### src/hdl/ahb_outstg_config.svh
// AHB output stage configuration
// Port count and bus widths shared by the package and the RTL

`ifndef AHB_OUTSTG_CONFIG_SVH
`define AHB_OUTSTG_CONFIG_SVH

// --------------------
// Port count
// --------------------
`define AHB_NUM_PORTS   4   // Input ports competing for the slave
`define AHB_PORT_IDX_W  2   // Enough bits to index every port

// --------------------
// Bus widths
// --------------------
`define AHB_ADDR_W      32  // HADDR width
`define AHB_DATA_W      32  // HWDATA width

`endif
### src/hdl/ahb_outstg_pkg.sv
// AHB output stage types
// Vector typedefs, transfer codes and the per-port request structs
`default_nettype none

package ahb_outstg_pkg;

  `include "ahb_outstg_config.svh"

  // --------------------
  // Vector types
  // --------------------
  typedef logic [`AHB_ADDR_W-1:0]     haddr_t;     // Address
  typedef logic [`AHB_DATA_W-1:0]     hdata_t;     // Write data
  typedef logic [1:0]                 htrans_t;    // Transfer type
  typedef logic [2:0]                 hsize_t;     // Transfer size
  typedef logic [2:0]                 hburst_t;    // Burst type
  typedef logic [3:0]                 hprot_t;     // Protection
  typedef logic [3:0]                 hmaster_t;   // Master id
  typedef logic [`AHB_PORT_IDX_W-1:0] port_idx_t;  // Port number
  typedef logic [`AHB_NUM_PORTS-1:0]  port_vec_t;  // One bit per port

  // HTRANS encodings
  localparam htrans_t HTRANS_IDLE   = 2'b00;
  localparam htrans_t HTRANS_BUSY   = 2'b01;
  localparam htrans_t HTRANS_NONSEQ = 2'b10;
  localparam htrans_t HTRANS_SEQ    = 2'b11;

  localparam hburst_t HBURST_SINGLE = 3'b000;  // Single transfer burst

  // --------------------
  // Request structs
  // --------------------
  typedef struct packed {
    logic     sel;       // HSEL for this slave
    haddr_t   addr;
    htrans_t  trans;
    logic     write;     // High for write
    hsize_t   size;
    hburst_t  burst;
    hprot_t   prot;
    hmaster_t master;
    logic     mastlock;  // Locked sequence
  } ahb_ctrl_t;

  typedef struct packed {
    ahb_ctrl_t ctrl;       // Address phase signals
    hdata_t    wdata;      // Data phase write data
    logic      held_tran;  // Input stage holds a transfer
  } ahb_port_t;

  typedef ahb_port_t [`AHB_NUM_PORTS-1:0] ahb_port_arr_t;  // All input ports

endpackage

`default_nettype wire

### src/hdl/ahb_outstg_addr_mux.sv
// AHB output stage address mux
// Routes the granted port's address and control to the slave,
// decodes per-port active flags and tracks locked sequences
`timescale 1ns/1ps
`default_nettype none

module ahb_outstg_addr_mux
  import ahb_outstg_pkg::*;
(
  input  wire logic          HCLK,            // AHB clock
  input  wire logic          HRESETn,         // Sync reset, active low
  input  wire ahb_port_arr_t i_ports,         // All input stage requests
  input  wire port_idx_t     i_addr_in_port,  // Granted port
  input  wire logic          i_no_port,       // Nothing granted
  input  wire logic          i_hreadym,       // HREADYMUX
  output ahb_ctrl_t          o_ctrl,          // Slave address/control
  output port_vec_t          o_active,        // One-hot grant per port
  output logic               o_hlock_arb      // Lock seen by the arbiter
);

  ahb_ctrl_t ctrl;            // Routed control
  logic      hsel_lock;       // Lock held while HSEL drops
  logic      next_hsel_lock;  // D input of hsel_lock
  logic      lock_start;      // Selected locked NONSEQ/SEQ

  // --------------------
  // Address/control mux
  // --------------------
  assign ctrl = i_no_port ? '0 : i_ports[i_addr_in_port].ctrl;  // All zero when idle

  // Active decode
  assign o_active = i_no_port ? '0 : (port_vec_t'(1'b1) << i_addr_in_port);

  // --------------------
  // Lock tracking
  // --------------------
  // A master may address another slave in the middle of a locked
  // sequence; HSEL then drops but the output must stay locked
  assign lock_start = ctrl.sel && ctrl.mastlock &&
                      ((ctrl.trans == HTRANS_NONSEQ) || (ctrl.trans == HTRANS_SEQ));

  always_comb
  begin
    if (lock_start)
      next_hsel_lock = 1'b1;       // Sequence entered via this slave
    else if (!ctrl.mastlock)
      next_hsel_lock = 1'b0;       // Lock released
    else
      next_hsel_lock = hsel_lock;  // Locked, HSEL elsewhere
  end

  always_ff @(posedge HCLK)
  begin
    if (!HRESETn)
      hsel_lock <= 1'b0;
    else if (i_hreadym)
      hsel_lock <= next_hsel_lock;
  end

  // Lock masked by HSEL unless the sequence already started here
  assign o_hlock_arb = ctrl.mastlock & (hsel_lock | ctrl.sel);

  assign o_ctrl = ctrl;

endmodule

`default_nettype wire

### config.mk
export PLATFORM = sky130hd
export DESIGN_NAME = ahb_outstg_addr_mux
export DESIGN_NICKNAME = d
export VERILOG_FILES = /design/src/hdl/ahb_outstg_pkg.sv /design/src/hdl/ahb_outstg_addr_mux.sv
export VERILOG_INCLUDE_DIRS = /design/src /design/src/hdl
export SDC_FILE = /design/constraint.sdc
export NUM_CORES = 1
export LEC_CHECK = 0
export BUFFER_PORTS_ARGS = -buffer_cell sky130_fd_sc_hd__clkbuf_2
export CORE_AREA = 2 2 153 155
export CTS_CLUSTER_SIZE = 24
export DETAILED_ROUTE_END_ITERATION = 8
export DIE_AREA = 0 0 155 157
export GPL_TIMING_DRIVEN = 0
export SETUP_SLACK_MARGIN = 0.15
export SYNTH_ARGS = -nofsm -noshare
export SYNTH_HDL_FRONTEND = slang
export SYNTH_SLANG_ARGS = --single-unit
### constraint.sdc
create_clock -name HCLK -period 1.3 [get_ports HCLK]
set_input_delay 0.065 -clock HCLK [delete_from_list [all_inputs] [get_ports HCLK]]
set_output_delay 0.065 -clock HCLK [all_outputs]
set_load 0.02 [all_outputs]
==> out/summary.txt <==
Reg2reg setup slack -> 0.67 ns
Worst Path Required -> 1.24 ns
Wire length per cell -> 16.4 um
Vias per cell -> 3.48
Hold WS -> 0.285 ns
Layout Area Growth over Synthesis -> 144%
Overall Power -> 1620 uW
# fillers -> 2485
Final setup fails -> 0
Seq pwr share -> 0.020
Routed Antenna Nets -> 0
Total global-route track usage -> 0.0839
Critical-path top delay cell -> mux4_2
Net switching power -> 609 uW
Static Leak -> 0.00197 uW
Largest net degree at the start of global routing -> 11
Syn_nets -> 473
Crit share post-route -> 0.962
Peak supply drop -> 0.000141 V
Overall routed net length -> 11200 um
Clk pwr share -> 0
Hold Path End -> hsel_lock
GRT overflow -> 0
Total Neg Setup Slack -> 0 ns
Inst Count DP -> 679
DP HPWL -> 9690 um
Input/output buffers -> 263
First-pass GRT wire length -> 15200 um
Max cap viols -> 0
Slew Limit Fails -> 0
Post-Syn Area -> 1670 um^2
# DRC -> 0
Logic pwr share -> 0.980
Avg Inst Size Synth -> 12.8 um^2
Worst-path fanout max -> 10
FF-to-FF End -> hsel_lock
Worst path bufs/invs -> 3
Top Registers -> hsel_lock x1
HP Class -> input pin to flop
Sequential fraction of the synthesis area -> 0.0120
Worst-case reg-to-reg path depth -> 2
Reg with most FFs -> hsel_lock
Antenna cells -> 0
Initial antenna violation count -> 0
Min-delay src -> i_hreadym
Max-slew headroom -> 0.829
Clock Latency Late Sink -> 0 ns
Final Skew -> 0 ns
FF+latch count, synth -> 1
Synth warn -> 0
Clock transition at path regs -> 0 ns
Hold path depth -> 2
Slew @ Worst Pin -> 0.256 ns
Worst stage delay on the critical path -> 0.50 ns
Final core occ -> 0.181
# nets final -> 744
Via count -> 2384
Worst Setup End Kind -> primary output
CP top delay family -> multiplexers
Kind of critical path -> input pin to primary output
TritonRoute pass-1 iters -> 4
Cells after Synth -> 131
CP cell instances -> buf_16 > buf_8 > mux4_2 > and2_1 > clkbuf_2
Final Hold Viols -> 0
Overall die height -> 157 um
Outcome -> complete, no violations
Arrival time worst endpoint -> 1.19 ns
Minimum clock period -> 1.25 ns
Fin cells -> 685
Largest register FFs -> 1
Routability cong. -> 0.768
Pwr dens -> 396 nW/um^2
F_max -> 0.799 GHz
Starting DRT DRC Count -> 110
Die W -> 155 um
Crit path launch type -> input pin
Number of distinct library cells after synthesis -> 14
Pint -> 1010 uW
Initial core utilization -> 0.0744
Layout cells sized above 1 -> 0.965
I/O pins -> 398
# rows -> 55
RSZ-0062 raised after global routing -> yes
Die footprint -> 24300 um^2
Worst R2R Start -> hsel_lock
Core ar. -> 22500 um^2
Sw Share -> 0.377
Number of global-route vias before repair -> 2633
==> worst reg2reg max path, delay by kind of cell, from the launching register on <==
kind               cells  cell delay, ns
DFF                    1            0.29
AOI/OAI and AO/OA      2            0.21
==> what timing repair did <==
action / CTS / global route
resized for setup: 132 / 81
cloned: 2 / 0
setup endpoints to repair: 55 / 53
buffers inserted: 4 / 0
pin swaps: 4 / 4
hold buffers: 0 / 0
==> Yosys cell counts, drive strengths merged <==
library cell / number / area [um^2]
a211oi: 1 / 12.5
a41oi: 1 / 16.3
and2: 50 / 313
and3: 1 / 6.26
buf: 11 / 92.6
clkbuf: 6 / 22.5
dfxtp: 1 / 20.0
inv: 3 / 11.3
mux4: 51 / 1150
nand2: 1 / 3.75
nor2: 2 / 7.51
nor3: 1 / 5.00
nor3b: 2 / 15.0
==> layout by cell type (no fill, tap or decap) <==
cell | synthesis | final
clkinvlp_4 | 0 | 1
inv_1 | 3 | 1
a41oi_2 | 1 | 1
mux4_2 | 51 | 51
buf_16 | 0 | 3
clkbuf_2 | 0 | 221
nor3b_1 | 2 | 1
and2_4 | 0 | 43
dfxtp_1 | 1 | 1
buf_2 | 5 | 2
inv_2 | 0 | 1
buf_6 | 6 | 13
and2_1 | 50 | 7
buf_12 | 0 | 6
a211oi_2 | 1 | 1
nor3_1 | 1 | 1
buf_8 | 0 | 36
and3_1 | 1 | 1
nor3b_2 | 0 | 1
buf_4 | 0 | 4
clkbuf_4 | 0 | 1
nand2_4 | 0 | 1
nor2_1 | 2 | 2
==> logic make-up after synthesis <==
logic type / after synthesis / share of synthesized area
buffers and inverters: 20 / 0.0755
multiplexers: 51 / 0.686
AND/OR/NAND/NOR: 57 / 0.209
AO/OA/AOI/OAI: 2 / 0.0172
flip-flops: 1 / 0.0120
==> metrics by stage <==
step | instance area (um^2) | worst slack (ns)
floorplan | 1680 | 0.131
global placement | 3350 | -0.339
detailed placement | 3350 | -0.344
CTS | 3950 | -0.00508
global route | 4080 | -0.00366
finish | 4080 | 0.0491
==> cell type report <==
class                           instances  area, um^2  area share
Buffer                                 17         200      0.0490
Inverter                                3        15.0     0.00368
Multi-Input combinational cell        110        1650       0.404
Sequential cell                         1        20.0     0.00490
Tap cell                              285         357      0.0873
Timing Repair Buffer                  269        1840       0.451
==> power groups by stage <==
| stage | Sequential (uW) | Clock [uW] | Combinational (uW) |
|---|---|---|---|
| floorplan | 32.6 | 0 | 645 |
| global placement | 32.6 | 0 | 1190 |
| detailed placement | 32.6 | 0 | 1200 |
| CTS | 32.6 | 0 | 1500 |
| global route | 32.7 | 0 | 1700 |
| finish | 32.6 | 0 | 1580 |
==> worst max-delay path by stage <==
stage,end,slack (ns),startpoint,cells after the start
final,o_ctrl[45],0.05,i_addr_in_port[0],5
after global routing,o_ctrl[13],-0.004,i_addr_in_port[0],5
after CTS,o_ctrl[34],-0.005,i_addr_in_port[0],5
after detailed placement,o_ctrl[34],-0.34,i_addr_in_port[1],5
after global placement,o_ctrl[5],-0.34,i_no_port,5
after floorplan,o_ctrl[10],0.13,i_addr_in_port[0],4
==> layer usage <==
layer,vias to the layer above,track usage,part of all wire
li1,1077,-,-
met1,1139,0.0978,0.38
met2,168,0.164,0.52
met3,0,0.0206,0.10
met4,0,0,0
met5,-,0,0
(Power assumes the default switching activity.)
