File: src/hdl/ahb_outstg_config.svh
// AHB output stage configuration
// Port count and bus widths shared by the package and the RTL

`ifndef AHB_OUTSTG_CONFIG_SVH
`define AHB_OUTSTG_CONFIG_SVH

// --------------------
// Port count
// --------------------
`define AHB_NUM_PORTS   4   // Input ports competing for the slave
`define AHB_PORT_IDX_W  2   // Enough bits to index every port

// --------------------
// Bus widths
// --------------------
`define AHB_ADDR_W      32  // HADDR width
`define AHB_DATA_W      32  // HWDATA width

`endif
File: src/hdl/ahb_outstg_pkg.sv
// AHB output stage types
// Vector typedefs, transfer codes and the per-port request structs
`default_nettype none

package ahb_outstg_pkg;

  `include "ahb_outstg_config.svh"

  // --------------------
  // Vector types
  // --------------------
  typedef logic [`AHB_ADDR_W-1:0]     haddr_t;     // Address
  typedef logic [`AHB_DATA_W-1:0]     hdata_t;     // Write data
  typedef logic [1:0]                 htrans_t;    // Transfer type
  typedef logic [2:0]                 hsize_t;     // Transfer size
  typedef logic [2:0]                 hburst_t;    // Burst type
  typedef logic [3:0]                 hprot_t;     // Protection
  typedef logic [3:0]                 hmaster_t;   // Master id
  typedef logic [`AHB_PORT_IDX_W-1:0] port_idx_t;  // Port number
  typedef logic [`AHB_NUM_PORTS-1:0]  port_vec_t;  // One bit per port

  // HTRANS encodings
  localparam htrans_t HTRANS_IDLE   = 2'b00;
  localparam htrans_t HTRANS_BUSY   = 2'b01;
  localparam htrans_t HTRANS_NONSEQ = 2'b10;
  localparam htrans_t HTRANS_SEQ    = 2'b11;

  localparam hburst_t HBURST_SINGLE = 3'b000;  // Single transfer burst

  // --------------------
  // Request structs
  // --------------------
  typedef struct packed {
    logic     sel;       // HSEL for this slave
    haddr_t   addr;
    htrans_t  trans;
    logic     write;     // High for write
    hsize_t   size;
    hburst_t  burst;
    hprot_t   prot;
    hmaster_t master;
    logic     mastlock;  // Locked sequence
  } ahb_ctrl_t;

  typedef struct packed {
    ahb_ctrl_t ctrl;       // Address phase signals
    hdata_t    wdata;      // Data phase write data
    logic      held_tran;  // Input stage holds a transfer
  } ahb_port_t;

  typedef ahb_port_t [`AHB_NUM_PORTS-1:0] ahb_port_arr_t;  // All input ports

endpackage

`default_nettype wire

File: src/hdl/ahb_outstg_arb.sv
// AHB output stage arbiter
// Registered fixed priority, lowest port wins
// Holds the grant through locked sequences and non-single bursts
`timescale 1ns/1ps
`default_nettype none

`include "ahb_outstg_config.svh"

module ahb_outstg_arb
  import ahb_outstg_pkg::*;
(
  input  wire logic      HCLK,            // AHB clock
  input  wire logic      HRESETn,         // Sync reset, active low
  input  wire port_vec_t i_req,           // held_tran & sel per port
  input  wire logic      i_hreadym,       // Address phase completes
  input  wire ahb_ctrl_t i_ctrl,          // Routed control of current owner
  input  wire logic      i_hlock_arb,     // Lock qualified by HSEL
  output port_idx_t      o_addr_in_port,  // Granted port
  output logic           o_no_port        // No port granted
);

  port_idx_t addr_in_port;  // Grant register
  logic      no_port;       // Grant empty flag
  port_idx_t next_port;     // Priority encoder result
  logic      burst_hold;    // Owner mid burst
  logic      hold_grant;    // Keep current owner

  // --------------------
  // Hold conditions
  // --------------------
  // Active transfer of an incrementing or wrapping burst
  assign burst_hold = i_req[addr_in_port] &&
                      (i_ctrl.trans != HTRANS_IDLE) &&
                      (i_ctrl.burst != HBURST_SINGLE);

  assign hold_grant = i_hlock_arb | burst_hold;  // Zero ctrl when no_port

  // --------------------
  // Priority encoder
  // --------------------
  always_comb
  begin
    next_port = addr_in_port;  // Index kept when nobody asks
    for (int i = `AHB_NUM_PORTS - 1; i >= 0; i--)
    begin
      if (i_req[i])
      begin
        next_port = port_idx_t'(i);  // Lower index overrides
      end
    end
  end

  // --------------------
  // Grant register
  // --------------------
  always_ff @(posedge HCLK)
  begin
    if (!HRESETn)
    begin
      addr_in_port <= '0;
      no_port      <= 1'b1;  // Nothing granted out of reset
    end
    else if (i_hreadym)  // Frozen while slave stalls
    begin
      if (hold_grant)
      begin
        addr_in_port <= addr_in_port;  // Owner keeps the slave
      end
      else if (|i_req)
      begin
        addr_in_port <= next_port;
        no_port      <= 1'b0;
      end
      else
      begin
        no_port <= 1'b1;  // Idle, last index retained
      end
    end
  end

  assign o_addr_in_port = addr_in_port;
  assign o_no_port      = no_port;

endmodule

`default_nettype wire

File: config.mk
export PLATFORM = sky130hd
export DESIGN_NAME = ahb_outstg_arb
export DESIGN_NICKNAME = d
export VERILOG_FILES = /design/src/hdl/ahb_outstg_pkg.sv /design/src/hdl/ahb_outstg_arb.sv
export VERILOG_INCLUDE_DIRS = /design/src /design/src/hdl
export SDC_FILE = /design/constraint.sdc
export NUM_CORES = 1
export LEC_CHECK = 0
export ABC_AREA = 1
export BUFFER_PORTS_ARGS = -buffer_cell sky130_fd_sc_hd__buf_2
export CAP_MARGIN = 20
export CORE_AREA = 2 2 39 41
export CTS_BUF_LIST = sky130_fd_sc_hd__clkbuf_8
export CTS_CLUSTER_SIZE = 16
export DETAILED_ROUTE_END_ITERATION = 10
export DIE_AREA = 0 0 41 43
export PLACE_DENSITY = 0.75
export RECOVER_POWER = 50
export SLEW_MARGIN = 20
export SYNTH_ARGS = -nofsm -noshare
export SYNTH_HDL_FRONTEND = slang
export SYNTH_SLANG_ARGS = --single-unit
File: constraint.sdc
create_clock -name HCLK -period 1.25 [get_ports HCLK]
set_clock_uncertainty 0.05 [all_clocks]
set_input_delay 0.125 -clock HCLK [delete_from_list [all_inputs] [get_ports HCLK]]
set_output_delay 0.125 -clock HCLK [all_outputs]
set_load 0.05 [all_outputs]
==> results.ini, run 1 <==
[routing]
met1_length_um = 245
drc = 0
wl_met2_um = 260
ant_nets = 0
met3_length_um = 43
routed_wl_um = 554
wl_per_cell_um = 7.589
drt_iter0_drc = 0
vias_per_cell = 3.877
drt_first_pass_iters = 1
top_layer_used = met4
vias = 283

[setup_path]
cp-start-kind = register
cp_top_family = simple AND/OR/NAND/NOR gates
reg2reg_to = o_addr_in_port[0]
worstSetupEndpointType = register
cp_max_fo = 5
critPathSlowestCell = dfxtp_2
path_cells = inv_2 -> nand2_1 -> nand3_2 -> nand3_2 -> nand3_2 -> nand2_1 -> inv_1 -> nor2_1
crit_cells = 8
worstSetupStartpoint = o_addr_in_port[0]
crit_path_max_incr_delay_ns = 0.34
crit-reg2reg-launch = o_addr_in_port[0]
endpoint = o_addr_in_port[0]
critPathRequiredTime_ns = 1.34
reg2reg_depth = 8
crit_type = register to register
worst-path-buf-inv = 2
cp_data_arrival_time_ns = 1.13
crit_top_cell = nand3_2
r2r_slack_ns = 0.21

[pwr]
combPwrFrac_pct = 22.8
p_leak_nw = 0.2100
power_uw = 493.2
intPower_uw = 354.8
power.share.sequential_pct = 22.6
power_frac_clock_pct = 54.6
p_sw_uw = 138.4
ir_worst_vdd_uv = 425.4
power.density_nw_per_um2 = 1293
switching_share_pct = 28.07

[cts]
h-tree-depth = 1
clock_sinks = 3
cts_setup_buffers = 0
ctsRootBufferMaster = clkbuf_8
clock_path_buffers = 2
cts_resized = 0
clock_latency_ns = 0.21
cts_hold_buf = 0
cts_buffers = 3
clk_pin_slew_ns = 0.03
cts_tree = yes

[die]
die-area_um2 = 1763
core-area_um2 = 1384
pin_count = 62
rows = 14
die_h_um = 43
die_x_um = 41
start_util_pct = 17.27

[run]
maxCapViolations = 0

[sta]
layout_min_cycle_time_ns = 1.036
hold_viol = 0
fmax_mhz = 965.2
finalMaxSlewViolations = 0
fin_setup_tns_ns = 0
tightest_slew_ns = 0.2789
timing.slew.headroom_pct = 81.49
grt_setup_unrepaired = no
period_share_pct = 82.88
setup-violations-final = 0

[placed_design]
place.gp.congestion = 0.6980
place_hpwl_um = 450.8
portBuffers = 15

[global_routing]
grt_usage_pct = 8.016
grt_pass1_vias = 220
antenna_found_initial = 0
grt_overflow_total = 0
grt_max_degree = 6
grt_pass1_wl_um = 834

[synthesis]
synth_area_um2 = 239.0
netlist-cell-type-count = 12
synth_seq_cells = 3
seq_area_frac_synth_pct = 25.13
yosysWarnings = 0
synth_cells = 38
syn_avg_cell_area_um2 = 6.289
syn_nets = 97

[status]
status = complete, no violations

[cells_and_area]
drive_gt1_share_pct = 45.61
final_common_cell = buf_2
area_growth_pct = 59.69
fill_cells = 155
nets = 117
layout_common_cells = buf_2, nand2_1, inv_1
antenna_cells = 0

[hold_path]
hold_path.class = primary input to register
holdCritStartpoint = HRESETn

worst min-delay path by stage:
stage	to	slack [ns]	depth (start not counted)
after floorplan	o_no_port	0.16	1
after global placement	o_no_port	0.29	2
after detailed placement	o_no_port	0.31	2
after CTS	o_no_port	0.09	2
after global routing	o_no_port	0.10	2
final	o_no_port	0.09	2
state kept, by name (all words and copies together) (netlist names):
register        count
o_addr_in_port      2
o_no_port           1
synthesized netlist by cell type:
cell type,instances,area [um2]
inv_1,6,22.52
nor2_1,6,22.52
inv_2,1,3.750
nand4_1,2,12.51
nand2_1,11,41.29
nand3_1,1,5.000
o21bai_1,1,7.510
nand3b_1,1,7.510
nand3_2,4,40.04
nor2_4,1,11.26
dfxtp_1,3,60.06
a21oi_1,1,5.000
power groups by stage:
| stage | Clock (mW) | Combinational [mW] | Sequential, mW |
|---|---|---|---|
| final | 0.269 | 0.113 | 0.111 |
| after global routing | 0.300 | 0.126 | 0.113 |
| after CTS | 0.281 | 0.114 | 0.111 |
| after detailed placement | 0 | 0.113 | 0.112 |
| after global placement | 0 | 0.111 | 0.112 |
| after floorplan | 0 | 0.0507 | 0.138 |
stage by stage:
stage	utilization [%]	setup slack (ns)	cells	hold slack (ns)	area (um2)
2_1_floorplan	-	0.1009	38	0.1596	241.5
3_3_place_gp	24.32	0.2661	69	0.2917	336.6
3_5_place_dp	24.32	0.2260	69	0.3125	336.6
4_1_cts	27.58	0.1973	73	0.08936	381.6
5_1_grt	27.58	0.1118	73	0.1019	381.6
6_report	27.58	0.2140	73	0.08944	381.6
cells by family after synthesis:
kind of cell | after synthesis | synth area share (%)
buf+inv | 7 | 10.99
flops | 3 | 25.13
compound gates | 2 | 5.235
simple gates | 26 | 58.64
final cells by class:
type                    instances  area (um2)  area share, %
inverters                       7       26.28          6.885
well taps                      16       20.02          5.246
clock buffers                   3       41.29          10.82
flip-flops and latches          3       62.56          16.39
multi-input cells              28       152.6          40.00
clock inverters                 1       3.754         0.9836
repair buffers                 15       75.07          19.67
layer usage:
| metal | vias up | global-route usage [%] |
|---|---|---|
| met2 | 9 | 10.94 |
| met3 | 2 | 6.283 |
| met5 | - | 0 |
| met1 | 115 | 6.709 |
| met4 | 0 | 8.000 |
| li1 | 157 | - |
Note: power is estimated with default switching activity, not from simulation.
==> run 2, diff against run 1 <==
ABC_AREA = 0   (was 1)
PLACE_DENSITY = 0.71   (was 0.75)
clock period = 1 ns   (was 1.25 ns; I/O delays follow)
==> run 2 against run 1 <==
The run now ends with negative setup slack left. Power increased by 22%. Final cell count decreased by 18%. Highest routed layer unchanged. Clock power increased by 26%. First-iteration DRC count increased by 3. Via count decreased by 8.5%. Non-clock buffer count increased by 6. Register-to-register slack got worse by 0.69 ns.
==> results.ini, run 2 <==
[status]
status = finished with violations
failed_checks = negative setup slack

[sta]
whs_ns = 0.1074
timing.slew.headroom_pct = 78.33
grt_setup_unrepaired = yes
period_share_pct = 148.1
setup-violations-final = 3
layout_min_cycle_time_ns = 1.481
setup_ws_ns = -0.4806
hold_viol = 0
finalMaxSlewViolations = 0
fmax_mhz = 675.4
tightest_slew_ns = 0.3221

[synthesis]
synth_area_um2 = 193.9
seq_area_frac_synth_pct = 30.97
yosys-top-cells-count = dfxtp_1, a211o_1, inv_1
netlist-cell-type-count = 15
yosysTopAreaCellShare_pct = 30.97
synth_edf_count = 0
synth_cells = 19
synth_seq_cells = 3
syn_avg_cell_area_um2 = 10.21
synth.area.top_cells = dfxtp_1, mux4_2, a211o_1, a211oi_2, o221a_2
syn_nets = 78
yosysWarnings = 0
ys.flop_type = dfxtp_1
yosysTopAreaCell = dfxtp_1
synth_most_common_cell = dfxtp_1
synthArstFlopShare_pct = 0

[cells_and_area]
area_growth_pct = 105.8
nets = 104
drive_gt1_share_pct = 63.64
final_common_cell = buf_2
design_area_um2 = 399.1
largest_reg_flops = 2
stdcell_count = 60
antenna_cells = 0
layout_common_cells = buf_2, buf_4, inv_1, clkbuf_8

[placed_design]
dpl.cell_count = 56
pre_cts_ws_ns = -0.4928
place_hpwl_um = 466.1
portBuffers = 15
placed_cell_area_um2 = 339.1
place.gp.congestion = 0.6060

[routing]
drt_iter0_drc = 3
routed_wl_um = 577
vias_per_cell = 4.317
wl_per_cell_um = 9.617
drc = 0
drt_first_pass_iters = 2
vias = 259
ant_nets = 0

[die]
core-area_um2 = 1384
die_x_um = 41
rows = 14
die-area_um2 = 1763
start_util_pct = 14.01
die_h_um = 43
pin_count = 62

[cts]
ctsRootBufferMaster = clkbuf_8
h-tree-depth = 1
clock_sinks = 3
clk_pin_slew_ns = 0.03
cts_hold_buf = 0
cts_buffers = 3
clock_latency_ns = 0.22
clock_path_buffers = 2
cts_tree = yes

[global_routing]
grt_pass1_wl_um = 848
antenna_found_initial = 0
grt_overflow_total = 0
grt_usage_pct = 7.638
grt_pass1_vias = 242
grt_max_degree = 5

[setup_path]
crit_type = register to register
cp_max_fo = 3
cp-start-kind = register
cp_data_arrival_time_ns = 1.53
critPathRequiredTime_ns = 1.05
worstSetupEndpointType = register

[pwr]
p_leak_nw = 0.1895
ir_worst_vdd_uv = 693.1
power.density_nw_per_um2 = 1508
power_uw = 601.7

[run]
maxCapViolations = 0

[hold_path]
hold_path.class = primary input to register

[run 2: cell count changes after synthesis, sizes merged, moves of 2 or more]
cell,before,now
nand2,11,1
nor2,7,1
inv,7,2
nand3,5,0
a211o,0,2
a211oi,0,2
nand4,2,0
[run 2: final timing paths]
path	slack [ns]	cells after the start	endpoint	startpoint
hold / removal	0.11	2	o_addr_in_port[1]	HRESETn
setup / recovery	-0.48	3	o_addr_in_port[1]	o_addr_in_port[1]
setup reg to reg	-0.48	3	o_addr_in_port[1]	o_addr_in_port[1]
hold reg to reg	0.42	1	o_no_port	o_no_port
[run 2: cells by family after synthesis]
| kind of cell | count (synthesis) | synth area share (%) |
|---|---|---|
| AOI/OAI and AO/OA | 7 | 34.20 |
| and+or+nand+nor | 5 | 14.20 |
| muxes | 2 | 16.77 |
| DFF | 3 | 30.97 |
| buffers and inverters | 2 | 3.872 |
[run 2: cell type report]
class	count	area, um2
Fill cell	156	984.7
Tap cell	16	20.02
Multi-Input combinational cell	14	126.4
Clock buffer	3	41.29
Clock inverter	1	3.754
Inverter	2	7.507
Timing Repair Buffer	21	136.4
Sequential cell	3	63.81
[run 2: per-stage QoR]
step           TNS [ns]  util [%]
2_1_floorplan    -1.702         -
3_3_place_gp     -1.368     24.50
3_5_place_dp     -1.453     24.50
4_1_cts          -1.416     28.66
5_1_grt          -1.565     28.84
6_report         -1.402     28.84
[run 2: worst max-delay path, stage by stage (launching register included)]
cell,delay (ns)
dfxtp_4,0.34
mux4_2,0.52
a21o_1,0.19
o221a_2,0.27
[run 2: what timing repair did]
action / 4_1_cts / 5_1_grt
resized for setup: 4 / 1
endpoints found under the setup margin: 5 / 4
buffers inserted: 1 / 0
gates cloned: 0 / 0
hold endpoints to repair: 0 / 0
pin swaps: 1 / 0
[run 2: per-layer routing]
layer / track usage [%] / up-vias / share of wire (%)
met5: 0 / - / 0
met3: 3.141 / 2 / 14
met2: 11.25 / 15 / 42
met4: 6.000 / 0 / 2.8
li1: - / 129 / -
met1: 8.065 / 113 / 40
[run 2: power breakdown]
part	total (mW)	switching (mW)	internal (mW)
clock	0.340	0.0790	0.261
sequential	0.131	0.00425	0.127
combinational	0.130	0.0636	0.0664
total	0.602	0.147	0.455
