<file path="src/hdl/ahb_outstg_config.svh">
// AHB output stage configuration
// Port count and bus widths shared by the package and the RTL

`ifndef AHB_OUTSTG_CONFIG_SVH
`define AHB_OUTSTG_CONFIG_SVH

// --------------------
// Port count
// --------------------
`define AHB_NUM_PORTS   4   // Input ports competing for the slave
`define AHB_PORT_IDX_W  2   // Enough bits to index every port

// --------------------
// Bus widths
// --------------------
`define AHB_ADDR_W      32  // HADDR width
`define AHB_DATA_W      32  // HWDATA width

`endif
</file>
<file path="src/hdl/ahb_outstg_pkg.sv">
// AHB output stage types
// Vector typedefs, transfer codes and the per-port request structs
`default_nettype none

package ahb_outstg_pkg;

  `include "ahb_outstg_config.svh"

  // --------------------
  // Vector types
  // --------------------
  typedef logic [`AHB_ADDR_W-1:0]     haddr_t;     // Address
  typedef logic [`AHB_DATA_W-1:0]     hdata_t;     // Write data
  typedef logic [1:0]                 htrans_t;    // Transfer type
  typedef logic [2:0]                 hsize_t;     // Transfer size
  typedef logic [2:0]                 hburst_t;    // Burst type
  typedef logic [3:0]                 hprot_t;     // Protection
  typedef logic [3:0]                 hmaster_t;   // Master id
  typedef logic [`AHB_PORT_IDX_W-1:0] port_idx_t;  // Port number
  typedef logic [`AHB_NUM_PORTS-1:0]  port_vec_t;  // One bit per port

  // HTRANS encodings
  localparam htrans_t HTRANS_IDLE   = 2'b00;
  localparam htrans_t HTRANS_BUSY   = 2'b01;
  localparam htrans_t HTRANS_NONSEQ = 2'b10;
  localparam htrans_t HTRANS_SEQ    = 2'b11;

  localparam hburst_t HBURST_SINGLE = 3'b000;  // Single transfer burst

  // --------------------
  // Request structs
  // --------------------
  typedef struct packed {
    logic     sel;       // HSEL for this slave
    haddr_t   addr;
    htrans_t  trans;
    logic     write;     // High for write
    hsize_t   size;
    hburst_t  burst;
    hprot_t   prot;
    hmaster_t master;
    logic     mastlock;  // Locked sequence
  } ahb_ctrl_t;

  typedef struct packed {
    ahb_ctrl_t ctrl;       // Address phase signals
    hdata_t    wdata;      // Data phase write data
    logic      held_tran;  // Input stage holds a transfer
  } ahb_port_t;

  typedef ahb_port_t [`AHB_NUM_PORTS-1:0] ahb_port_arr_t;  // All input ports

endpackage

`default_nettype wire

</file>
<file path="src/hdl/ahb_outstg_data_phase.sv">
// AHB output stage data phase
// Tracks which port owns the data phase and whether the slave
// was selected, muxes write data and forms HREADYMUX
`timescale 1ns/1ps
`default_nettype none

module ahb_outstg_data_phase
  import ahb_outstg_pkg::*;
(
  input  wire logic          HCLK,            // AHB clock
  input  wire logic          HRESETn,         // Sync reset, active low
  input  wire ahb_port_arr_t i_ports,         // All input stage requests
  input  wire port_idx_t     i_addr_in_port,  // Address phase grant
  input  wire logic          i_hsel,          // Routed HSEL
  input  wire logic          i_hreadyout,     // Slave HREADYOUT
  output hdata_t             o_hwdata,        // Slave write data
  output logic               o_hreadymux      // Transfer done
);

  port_idx_t data_in_port;  // Data phase owner
  logic      slave_sel;     // Slave selected in data phase

  // --------------------
  // Data phase registers
  // --------------------
  always_ff @(posedge HCLK)
  begin
    if (!HRESETn)
    begin
      data_in_port <= '0;
      slave_sel    <= 1'b0;
    end
    else if (o_hreadymux)  // Advance on accepted address phase
    begin
      data_in_port <= i_addr_in_port;
      slave_sel    <= i_hsel;
    end
  end

  // Write data from the data phase owner
  assign o_hwdata = i_ports[data_in_port].wdata;

  // --------------------
  // HREADYMUX
  // --------------------
  // Slave's ready when it owns the data phase, else always ready
  assign o_hreadymux = slave_sel ? i_hreadyout : 1'b1;

endmodule

`default_nettype wire

</file>
<file path="config.mk">
export PLATFORM = sky130hd
export DESIGN_NAME = ahb_outstg_data_phase
export DESIGN_NICKNAME = d
export VERILOG_FILES = /design/src/hdl/ahb_outstg_pkg.sv /design/src/hdl/ahb_outstg_data_phase.sv
export VERILOG_INCLUDE_DIRS = /design/src /design/src/hdl
export SDC_FILE = /design/constraint.sdc
export NUM_CORES = 1
export LEC_CHECK = 0
export BUFFER_PORTS_ARGS = -buffer_cell sky130_fd_sc_hd__buf_2
export CELL_PAD_IN_SITES_DETAIL_PLACEMENT = 2
export CELL_PAD_IN_SITES_GLOBAL_PLACEMENT = 2
export CORE_AREA = 4 4 143 145
export CTS_CLUSTER_DIAMETER = 60
export DETAILED_ROUTE_END_ITERATION = 8
export DIE_AREA = 0 0 147 149
export PLACE_DENSITY_LB_ADDON = 0.1
export SKIP_LAST_GASP = 1
export SLEW_MARGIN = 40
export SYNTH_ARGS = -nofsm -noshare
export SYNTH_HDL_FRONTEND = slang
export SYNTH_SLANG_ARGS = --single-unit
</file>
<file path="constraint.sdc">
create_clock -name HCLK -period 1.5 [get_ports HCLK]
set_input_delay 0.15 -clock HCLK [delete_from_list [all_inputs] [get_ports HCLK]]
set_output_delay 0.15 -clock HCLK [all_outputs]
set_load 0.02 [all_outputs]
</file>
==> results, run 1 <==
- Across the run, the number of max-cap violations was 0.
- The number of buffers inserted during clock tree synthesis is 3.
- The initial antenna violation count is 2.
- The residual DRC count is 0.
- In this run the standard cell core region covers roughly 19000 µm².
- The die boundary width is 147 µm.
- The proportion of synthesized chip area in sequential cells is under 10%.
- The largest net degree at the start of global routing is 21.
- The warning count from the yosys run is 0.
- In the layout the commonest cells are sky130_fd_sc_hd__buf_2 (146), sky130_fd_sc_hd__mux4_2 (32), sky130_fd_sc_hd__buf_6 (20), sky130_fd_sc_hd__buf_12 (4), sky130_fd_sc_hd__clkbuf_16 (3).
- The start-to-end type of the worst setup path is flop to output pin.
- The post-route clock period utilization is 113%.
- The worst clock skew is 0.000988 ns.
- The largest single stage delay on the critical path is a little over 0.5 ns.
- The final-report hold violation count was 0.
- The mapped cell area is roughly 930 µm².
- For this design, the CTS-stage hold fixing added 0 buffers.
- For the pin with the worst max-slew slack, the measured transition is ~0.22 ns.
- The number of H-tree levels is 1.
- In this run the core area contains between 50 and 60 standard-cell rows.
- On the critical path, the stage with the largest delay is an instance of sky130_fd_sc_hd__mux4_2.
- STA classifies the critical path startpoint as a flop.
- The clock root buffer master is sky130_fd_sc_hd__clkbuf_16.
- The total number of vias is between 1000 and 1500.
- The static power due to leakage is between 1 and 1.5 nW.
- The cell family contributing the most delay on the critical path is multiplexers.
- The register bit total from synthesis is 3.
- Setup violations remaining at the end of the flow were counted as 32.
- Buffers placed on the I/O ports in this run total about 170.
- The non-filler instance count after layout is 483.
- Setup repair after global routing could not meet its margin everywhere.
- The flow ran to the end, but the final reports show violations.
- The mean routed wirelength per cell is approximately 17 µm.
- The number of global-route vias before repair is about 1600.
- The starting utilization of the core area is between 4 and 5%.
- The number of antenna cells inserted is 0.
- Relative to the synthesized area, the layout overhead comes to 149%.
- STA puts the critical path data arrival time at between 1.5 and 2 ns.
- In the routed layout, each cell is associated on average with a via count of approximately 2.7.
- The first detailed-routing pass ran for 4 iterations.
- The number of nets in the synthesized netlist is roughly 390.
- For this design the ratio of total power to cell area is between 500 and 600 nW/µm².
- The post-layout worst setup margin is -0.194 ns.
- Of all nets on the critical path, the largest fanout is 13.
- For this run the aggregate overflow at the end of global routing stands at 0.
- The TritonCTS clock tree is done.
- Once detail routing completed, the nets flagged for antenna violations numbered 0.
- The insertion delay to the later sink of the worst-skew pair is between 0.2 and 0.25 ns.
- The first-iteration detailed-routing DRC count is 11.
- The final routed wirelength across all metal layers is ~8300 µm.
- The net count of the finished layout is 561.
- After detailed placement, the design holds a cell count of 478.
- The upper clock frequency limit is roughly 590 MHz.
- The total cell area at the placement stage is approximately 2100 µm².
- The path class of the tightest hold or removal check is input pin to flop.
- ~380 I/O pins were placed.
- The sum of buffers and inverters on the critical path is 2.
- The layout filler cell count is around 2300.
- The library cell used most frequently in the layout, excluding fill and tap cells, is sky130_fd_sc_hd__buf_2.
- Across all hold checks on the routed design, the worst slack comes to around 0.18 ns.
- The clock drives 3 sinks.
- The clock transition at the registers of the reported paths is ~0.03 ns.
- The die outline area is around 22000 µm².
- The congestion estimate from routability-driven global placement came to approximately 0.61.
- Yosys mapped the design onto 12 distinct sky130hd cell types.
- The required time of the critical path is 1.35 ns.
- The global router's overall resource usage is between 7 and 8%.
- In this run the vertical extent of the chip is 149 µm.
- The headroom to the max-slew limit is a little under nine tenths.
- The post-route netlist has 95.9% of its cells at a drive strength greater than 1.
- Summing all non-filler instances in the final layout gives an area of between 2000 and 2500 µm².
- The total negative setup slack is -5.15 ns.
- The highest ir drop seen on vdd is between 0.4 and 0.5 mV.
- After clock tree synthesis, the setup repair step added 0 buffers.
- The worst-case clock buffer depth is 2.
- The smallest clock period supported by the final layout is computed as between 1.5 and 2 ns.
- The final reports fail on negative setup slack.
- The worst setup path is captured at an output pin.
- Traced cell by cell, the critical path runs through buf_12, mux4_2, buf_2.
- The cell count after synthesis is 50.
- Once detailed placement completed, the half-perimeter wirelength came to between 7000 and 8000 µm.
- The average instance area after synthesis is roughly 19 µm².
- The count of final max-slew check failures was 0.
- The first global-routing pass estimated roughly 11000 µm of wire.
[state kept, by name, summed over array words and instances (netlist names)]
name,flops
slave_sel,1
data_in_port,2
[synthesized netlist by cell type (all sizes together)]
master	count	area share, %
inv	1	0.40
a21boi	1	0.81
dfxtp	3	6.4
nand2b	1	0.67
nor2b	2	1.3
mux2i	2	2.1
mux4	32	79
buf	7	9.3
clkbuf	1	0.40
[logic make-up after synthesis]
group / count (synthesis) / synth area share, %
AO/OA/AOI/OAI: 1 / 0.806
buffers and inverters: 9 / 10.1
flip-flops: 3 / 6.44
multiplexers: 34 / 80.7
AND/OR/NAND/NOR: 3 / 2.01
[routing by layer]
| layer | up-vias | routed length [µm] | GRT usage (%) |
|---|---|---|---|
| met5 | - | 33 | 0 |
| met4 | 4 | 4 | 0.419 |
| met3 | 4 | 1250 | 4.77 |
| li1 | 575 | - | - |
| met1 | 652 | 3360 | 8.92 |
| met2 | 93 | 3680 | 11.0 |
[report_power, final]
group          internal, mW  leakage [nW]  total (mW)  switching, mW
sequential           0.0857        0.0259      0.0953        0.00968
combinational         0.442         0.957       0.804          0.362
clock                 0.351        0.0382       0.421         0.0702
total                 0.879          1.02        1.32          0.442
[final cells by class]
| class | count | area [µm²] | share of cell area (%) |
|---|---|---|---|
| repair buffers | 172 | 1070 | 46.2 |
| multi-input cells | 38 | 767 | 33.1 |
| flip-flops and latches | 3 | 65.1 | 2.81 |
| inverters | 1 | 3.75 | 0.162 |
| well taps | 265 | 332 | 14.3 |
| clock buffers | 4 | 78.8 | 3.40 |
[stage by stage]
stage	power [mW]	util (%)	setup slack (ns)
after floorplan	0.467	-	0.195
after global placement	0.828	10.9	-0.0237
after detailed placement	0.831	10.9	-0.0345
after CTS	1.37	12.1	-0.244
after global routing	1.42	12.1	-0.268
final	1.32	12.1	-0.194
[worst paths after layout]
kind              startpoint         endpoint  depth (start not counted)  slack, ns
max reg2reg  data_in_port[1]  data_in_port[1]                          3       0.60
min reg2reg        slave_sel        slave_sel                          2       0.62
min                   i_hsel        slave_sel                          3       0.18
max          data_in_port[0]      o_hwdata[1]                          3      -0.19
[worst reg2reg max path: stages (launching register included)]
cell and delay, ns:
sky130_fd_sc_hd__dfxtp_2 0.34, sky130_fd_sc_hd__buf_4 0.24, sky130_fd_sc_hd__mux2i_1 0.10, sky130_fd_sc_hd__nor2b_1 0.14
[what timing repair did]
action / CTS / global route
gates cloned: 1 / 0
endpoints found under the setup margin: 32 / 32
gates resized for setup: 45 / 0
(Power assumes the default switching activity.)
==> run 2, diff against run 1 <==
Settings changed: GPL_TIMING_DRIVEN set to 0.
==> run 2 against run 1 <==
Net effect: the run still ends with negative setup slack left; sequential power shrank 3.4%; final cell count grew 1.2%; clock power is essentially flat; register-to-register slack is essentially flat; final area grew 3.0%; power grew 2.9%; global-route usage grew 0.27 points; fmax grew 0.36%; die area is the same; core utilization grew 0.36 points; first-iteration DRC count shrank 9.1%; largest cell class unchanged; highest routed layer unchanged.
==> results, run 2 (synthesized netlist as in run 1, its figures left out) <==
- The run finished, with violations left.
- The final reports fail on negative setup slack.
- The start point of the worst hold path is HRESETn.
- The number of placement rows is 51 (unchanged).
- The post-route clock period utilization is 113% (-0.41 points).
- The static power due to leakage is 1.06 nW (+3.7%).
- The total cell area at the placement stage came to 2090 µm² (unchanged).
- The cell area after layout is 2390 µm² (+3.0%).
- The final-report setup violation count was 32 (unchanged).
- The layout filler cell count was 2258 (-0.044%).
- The post-layout worst setup margin came to -0.188 ns (+0.00614 ns).
- The global route total overflow is 0 (unchanged).
- The power dissipated by switching net loads is 0.453 mW (+2.5%).
- The switching share of power is 33.3% (-0.11 points).
- The vertical die dimension is 149 µm (unchanged).
- The required time of the critical path was 1.35 ns (about the same).
- The share of the core filled with cells in the final layout is 12.4% (+0.36 points).
- STA classifies the critical path startpoint as a flop.
- The global router's overall resource usage came to 7.48% (+0.27 points).
- Setup repair after global routing could not meet its margin everywhere.
- The actual slew at the worst max-slew pin came to 0.198 ns (-0.0177 ns).
- The final weighted congestion in routability-driven placement is 0.611 (+0.74%).
- The part of the power in registers is 6.8% (-0.4 points).
- The first-pass GRT wire length is 11800 µm (+3.3%).
- The total number of vias is 1336 (+0.60%).
- The starting utilization of the core area is 4.85% (unchanged).
- The critical path is of the flop to output pin type.
- The number of buffers inserted for hold repair after clock tree synthesis came to 0 (unchanged).
- The insertion delay to the later sink of the worst-skew pair is 0.22 ns (about the same).
- The largest net degree at the start of global routing is 11 (-48%).
- The count of clock tree sinks came to 3 (unchanged).
- TritonCTS built the clock tree.
- The via density per instance is 2.73 (-0.63%).
- The number of H-tree levels is 1 (unchanged).
- The library cell used most frequently in the layout, excluding fill and tap cells, is sky130_fd_sc_hd__buf_2.
- The residual DRC count came to 0 (unchanged).
- The number of buffers inserted during clock tree synthesis is 3 (unchanged).
- The highest ir drop seen on vdd is 0.430 mV (-6.1%).
- The upper clock frequency limit is 593 MHz (+0.36%).
- The max-capacitance violation count was 0 (unchanged).
- The half-perimeter wire length after placement was 7620 µm (+1.9%).
- The detailed-router iteration count before antenna repair is 3 (-1).
- Leaving out fill and tap cells, the most frequent cells in the layout are sky130_fd_sc_hd__buf_2 (143), sky130_fd_sc_hd__mux4_2 (32), sky130_fd_sc_hd__buf_6 (24), sky130_fd_sc_hd__buf_12 (6), sky130_fd_sc_hd__buf_4 (5).
- The number of top-level pins is 375 (unchanged).
- The worst setup path is captured at an output pin.
- The clock transition at the registers of the reported paths is 0.03 ns (about the same).
- The port buffer count is 166 (unchanged).
- The die outline area is 21900 µm² (unchanged).
- The relative contribution of combinational cells to total power came to 62.3% (+1.4 points).
- The die boundary width was 147 µm (unchanged).
- The cell internal power dissipation came to 0.905 mW (+3.0%).
- The final-report hold violation count is 0 (unchanged).
- The total number of nets in the final design is 567 (+1.1%).
- The total core area was 19200 µm² (unchanged).
- The final antenna-violating net count came to 0 (unchanged).
- The shortest period the worst path allows is 1.69 ns (-0.00614 ns).
- The critical path launch point is data_in_port[0].
- The setup slack of the most critical reg-to-reg path is 0.59 ns (about the same).
- The synthesis-to-layout area growth is 156%.
- The clock share of power is 31.0% (-0.9 points).
- The flip-flop and latch area came to 62.6 µm² (-3.8%).
- The number of antenna cells inserted was 0 (unchanged).
- The worst-case clock buffer depth is 2 (unchanged).
- The clock root buffer master is sky130_fd_sc_hd__clkbuf_16.
- The share of final-layout standard cells stronger than drive strength 1 is 96.0% (+0.11 points).
- The endpoint identified for the worst register-to-register timing path is data_in_port[0].
- The final routed wirelength across all metal layers was 8540 µm (+2.5%).
- The worst clock skew came to 0.00147 ns (+0.000480 ns).
- The flip-flop count of the largest register after layout came to 2 (unchanged).
- The startpoint of the most critical register-to-register path is data_in_port[0].
- The critical path capture point is o_hwdata[27].
- The headroom to the max-slew limit is 86.8% (+1.2 points).
- The number of global-route vias before repair was 1657 (+5.2%).
- Counting flops per register, the top entry is data_in_port.
- The type of the tightest min-delay check is input pin to flop.
- The count of final max-slew check failures came to 0 (unchanged).
- The first-iteration detailed-routing DRC count came to 10 (-1).
- The multi-input combinational cell area is 767 µm² (unchanged).
- The mean routed wirelength per cell came to 17.5 µm (+1.2%).
- The largest registers in the layout are data_in_port (2), slave_sel (1).
- The initial antenna violation count is 4 (+2).
- The critical-path maximum fanout is 7 (-6).
- The worst path arrival time is 1.54 ns (about the same).
- The total power per unit cell area is 569 nW/µm² (-0.16%).
- The cell count of the worst reg-to-reg path is 4 (+1).
-- run 2: worst min-delay path by stage --
stage	slack, ns	end	cells after the start
after floorplan	0.28	data_in_port[0]	1
after global placement	0.40	slave_sel	3
after detailed placement	0.41	data_in_port[0]	2
after CTS	0.18	data_in_port[0]	2
after global routing	0.21	data_in_port[1]	2
final	0.18	data_in_port[0]	2
-- run 2: repair_timing --
action,in CTS,in global routing
gates resized for setup,56,3
buffers inserted,4,1
endpoints found under the setup margin,32,32
cloned,2,0
-- run 2: cell type report --
cell class	count	share of cell area, %
multi-input combinational	38	32.1
sequential	3	2.62
tap	265	13.9
clock buffer	4	3.30
buffer	7	4.30
inverter	1	0.157
timing repair buffer	171	43.6
-- run 2: metrics by stage --
stage	worst slack [ns]	setup TNS, ns	total power, mW	hold slack [ns]	cells
final	-0.188	-5.01	1.36	0.181	489
after global routing	-0.258	-6.75	1.46	0.213	489
after CTS	-0.286	-6.80	1.41	0.184	490
after detailed placement	-0.261	-5.58	0.832	0.412	481
after global placement	-0.250	-5.22	0.828	0.397	481
after floorplan	0.195	0	0.467	0.278	50
-- run 2: metal layers --
layer / GRT usage, % / share of wire, % / vias up
li1: - / - / 587
met3: 5.68 / 17 / 10
met1: 8.56 / 38 / 638
met2: 11.6 / 45 / 93
met4: 0.699 / 0.16 / 8
met5: 0 / 0.70 / -
-- run 2: power by group through the flow --
stage	combinational (mW)	sequential, mW	clock [mW]
after detailed placement	0.744	0.0882	0
final	0.846	0.0921	0.420
after CTS	0.892	0.0928	0.428
after floorplan	0.379	0.0879	0
after global routing	0.925	0.0935	0.439
after global placement	0.740	0.0881	0
-- run 2: critical path, cell delays in order, from the launching register on --
cell and delay (ns):
sky130_fd_sc_hd__dfxtp_2 0.33, sky130_fd_sc_hd__buf_12 0.14, sky130_fd_sc_hd__buf_12 0.13, sky130_fd_sc_hd__mux4_2 0.55, sky130_fd_sc_hd__buf_6 0.16
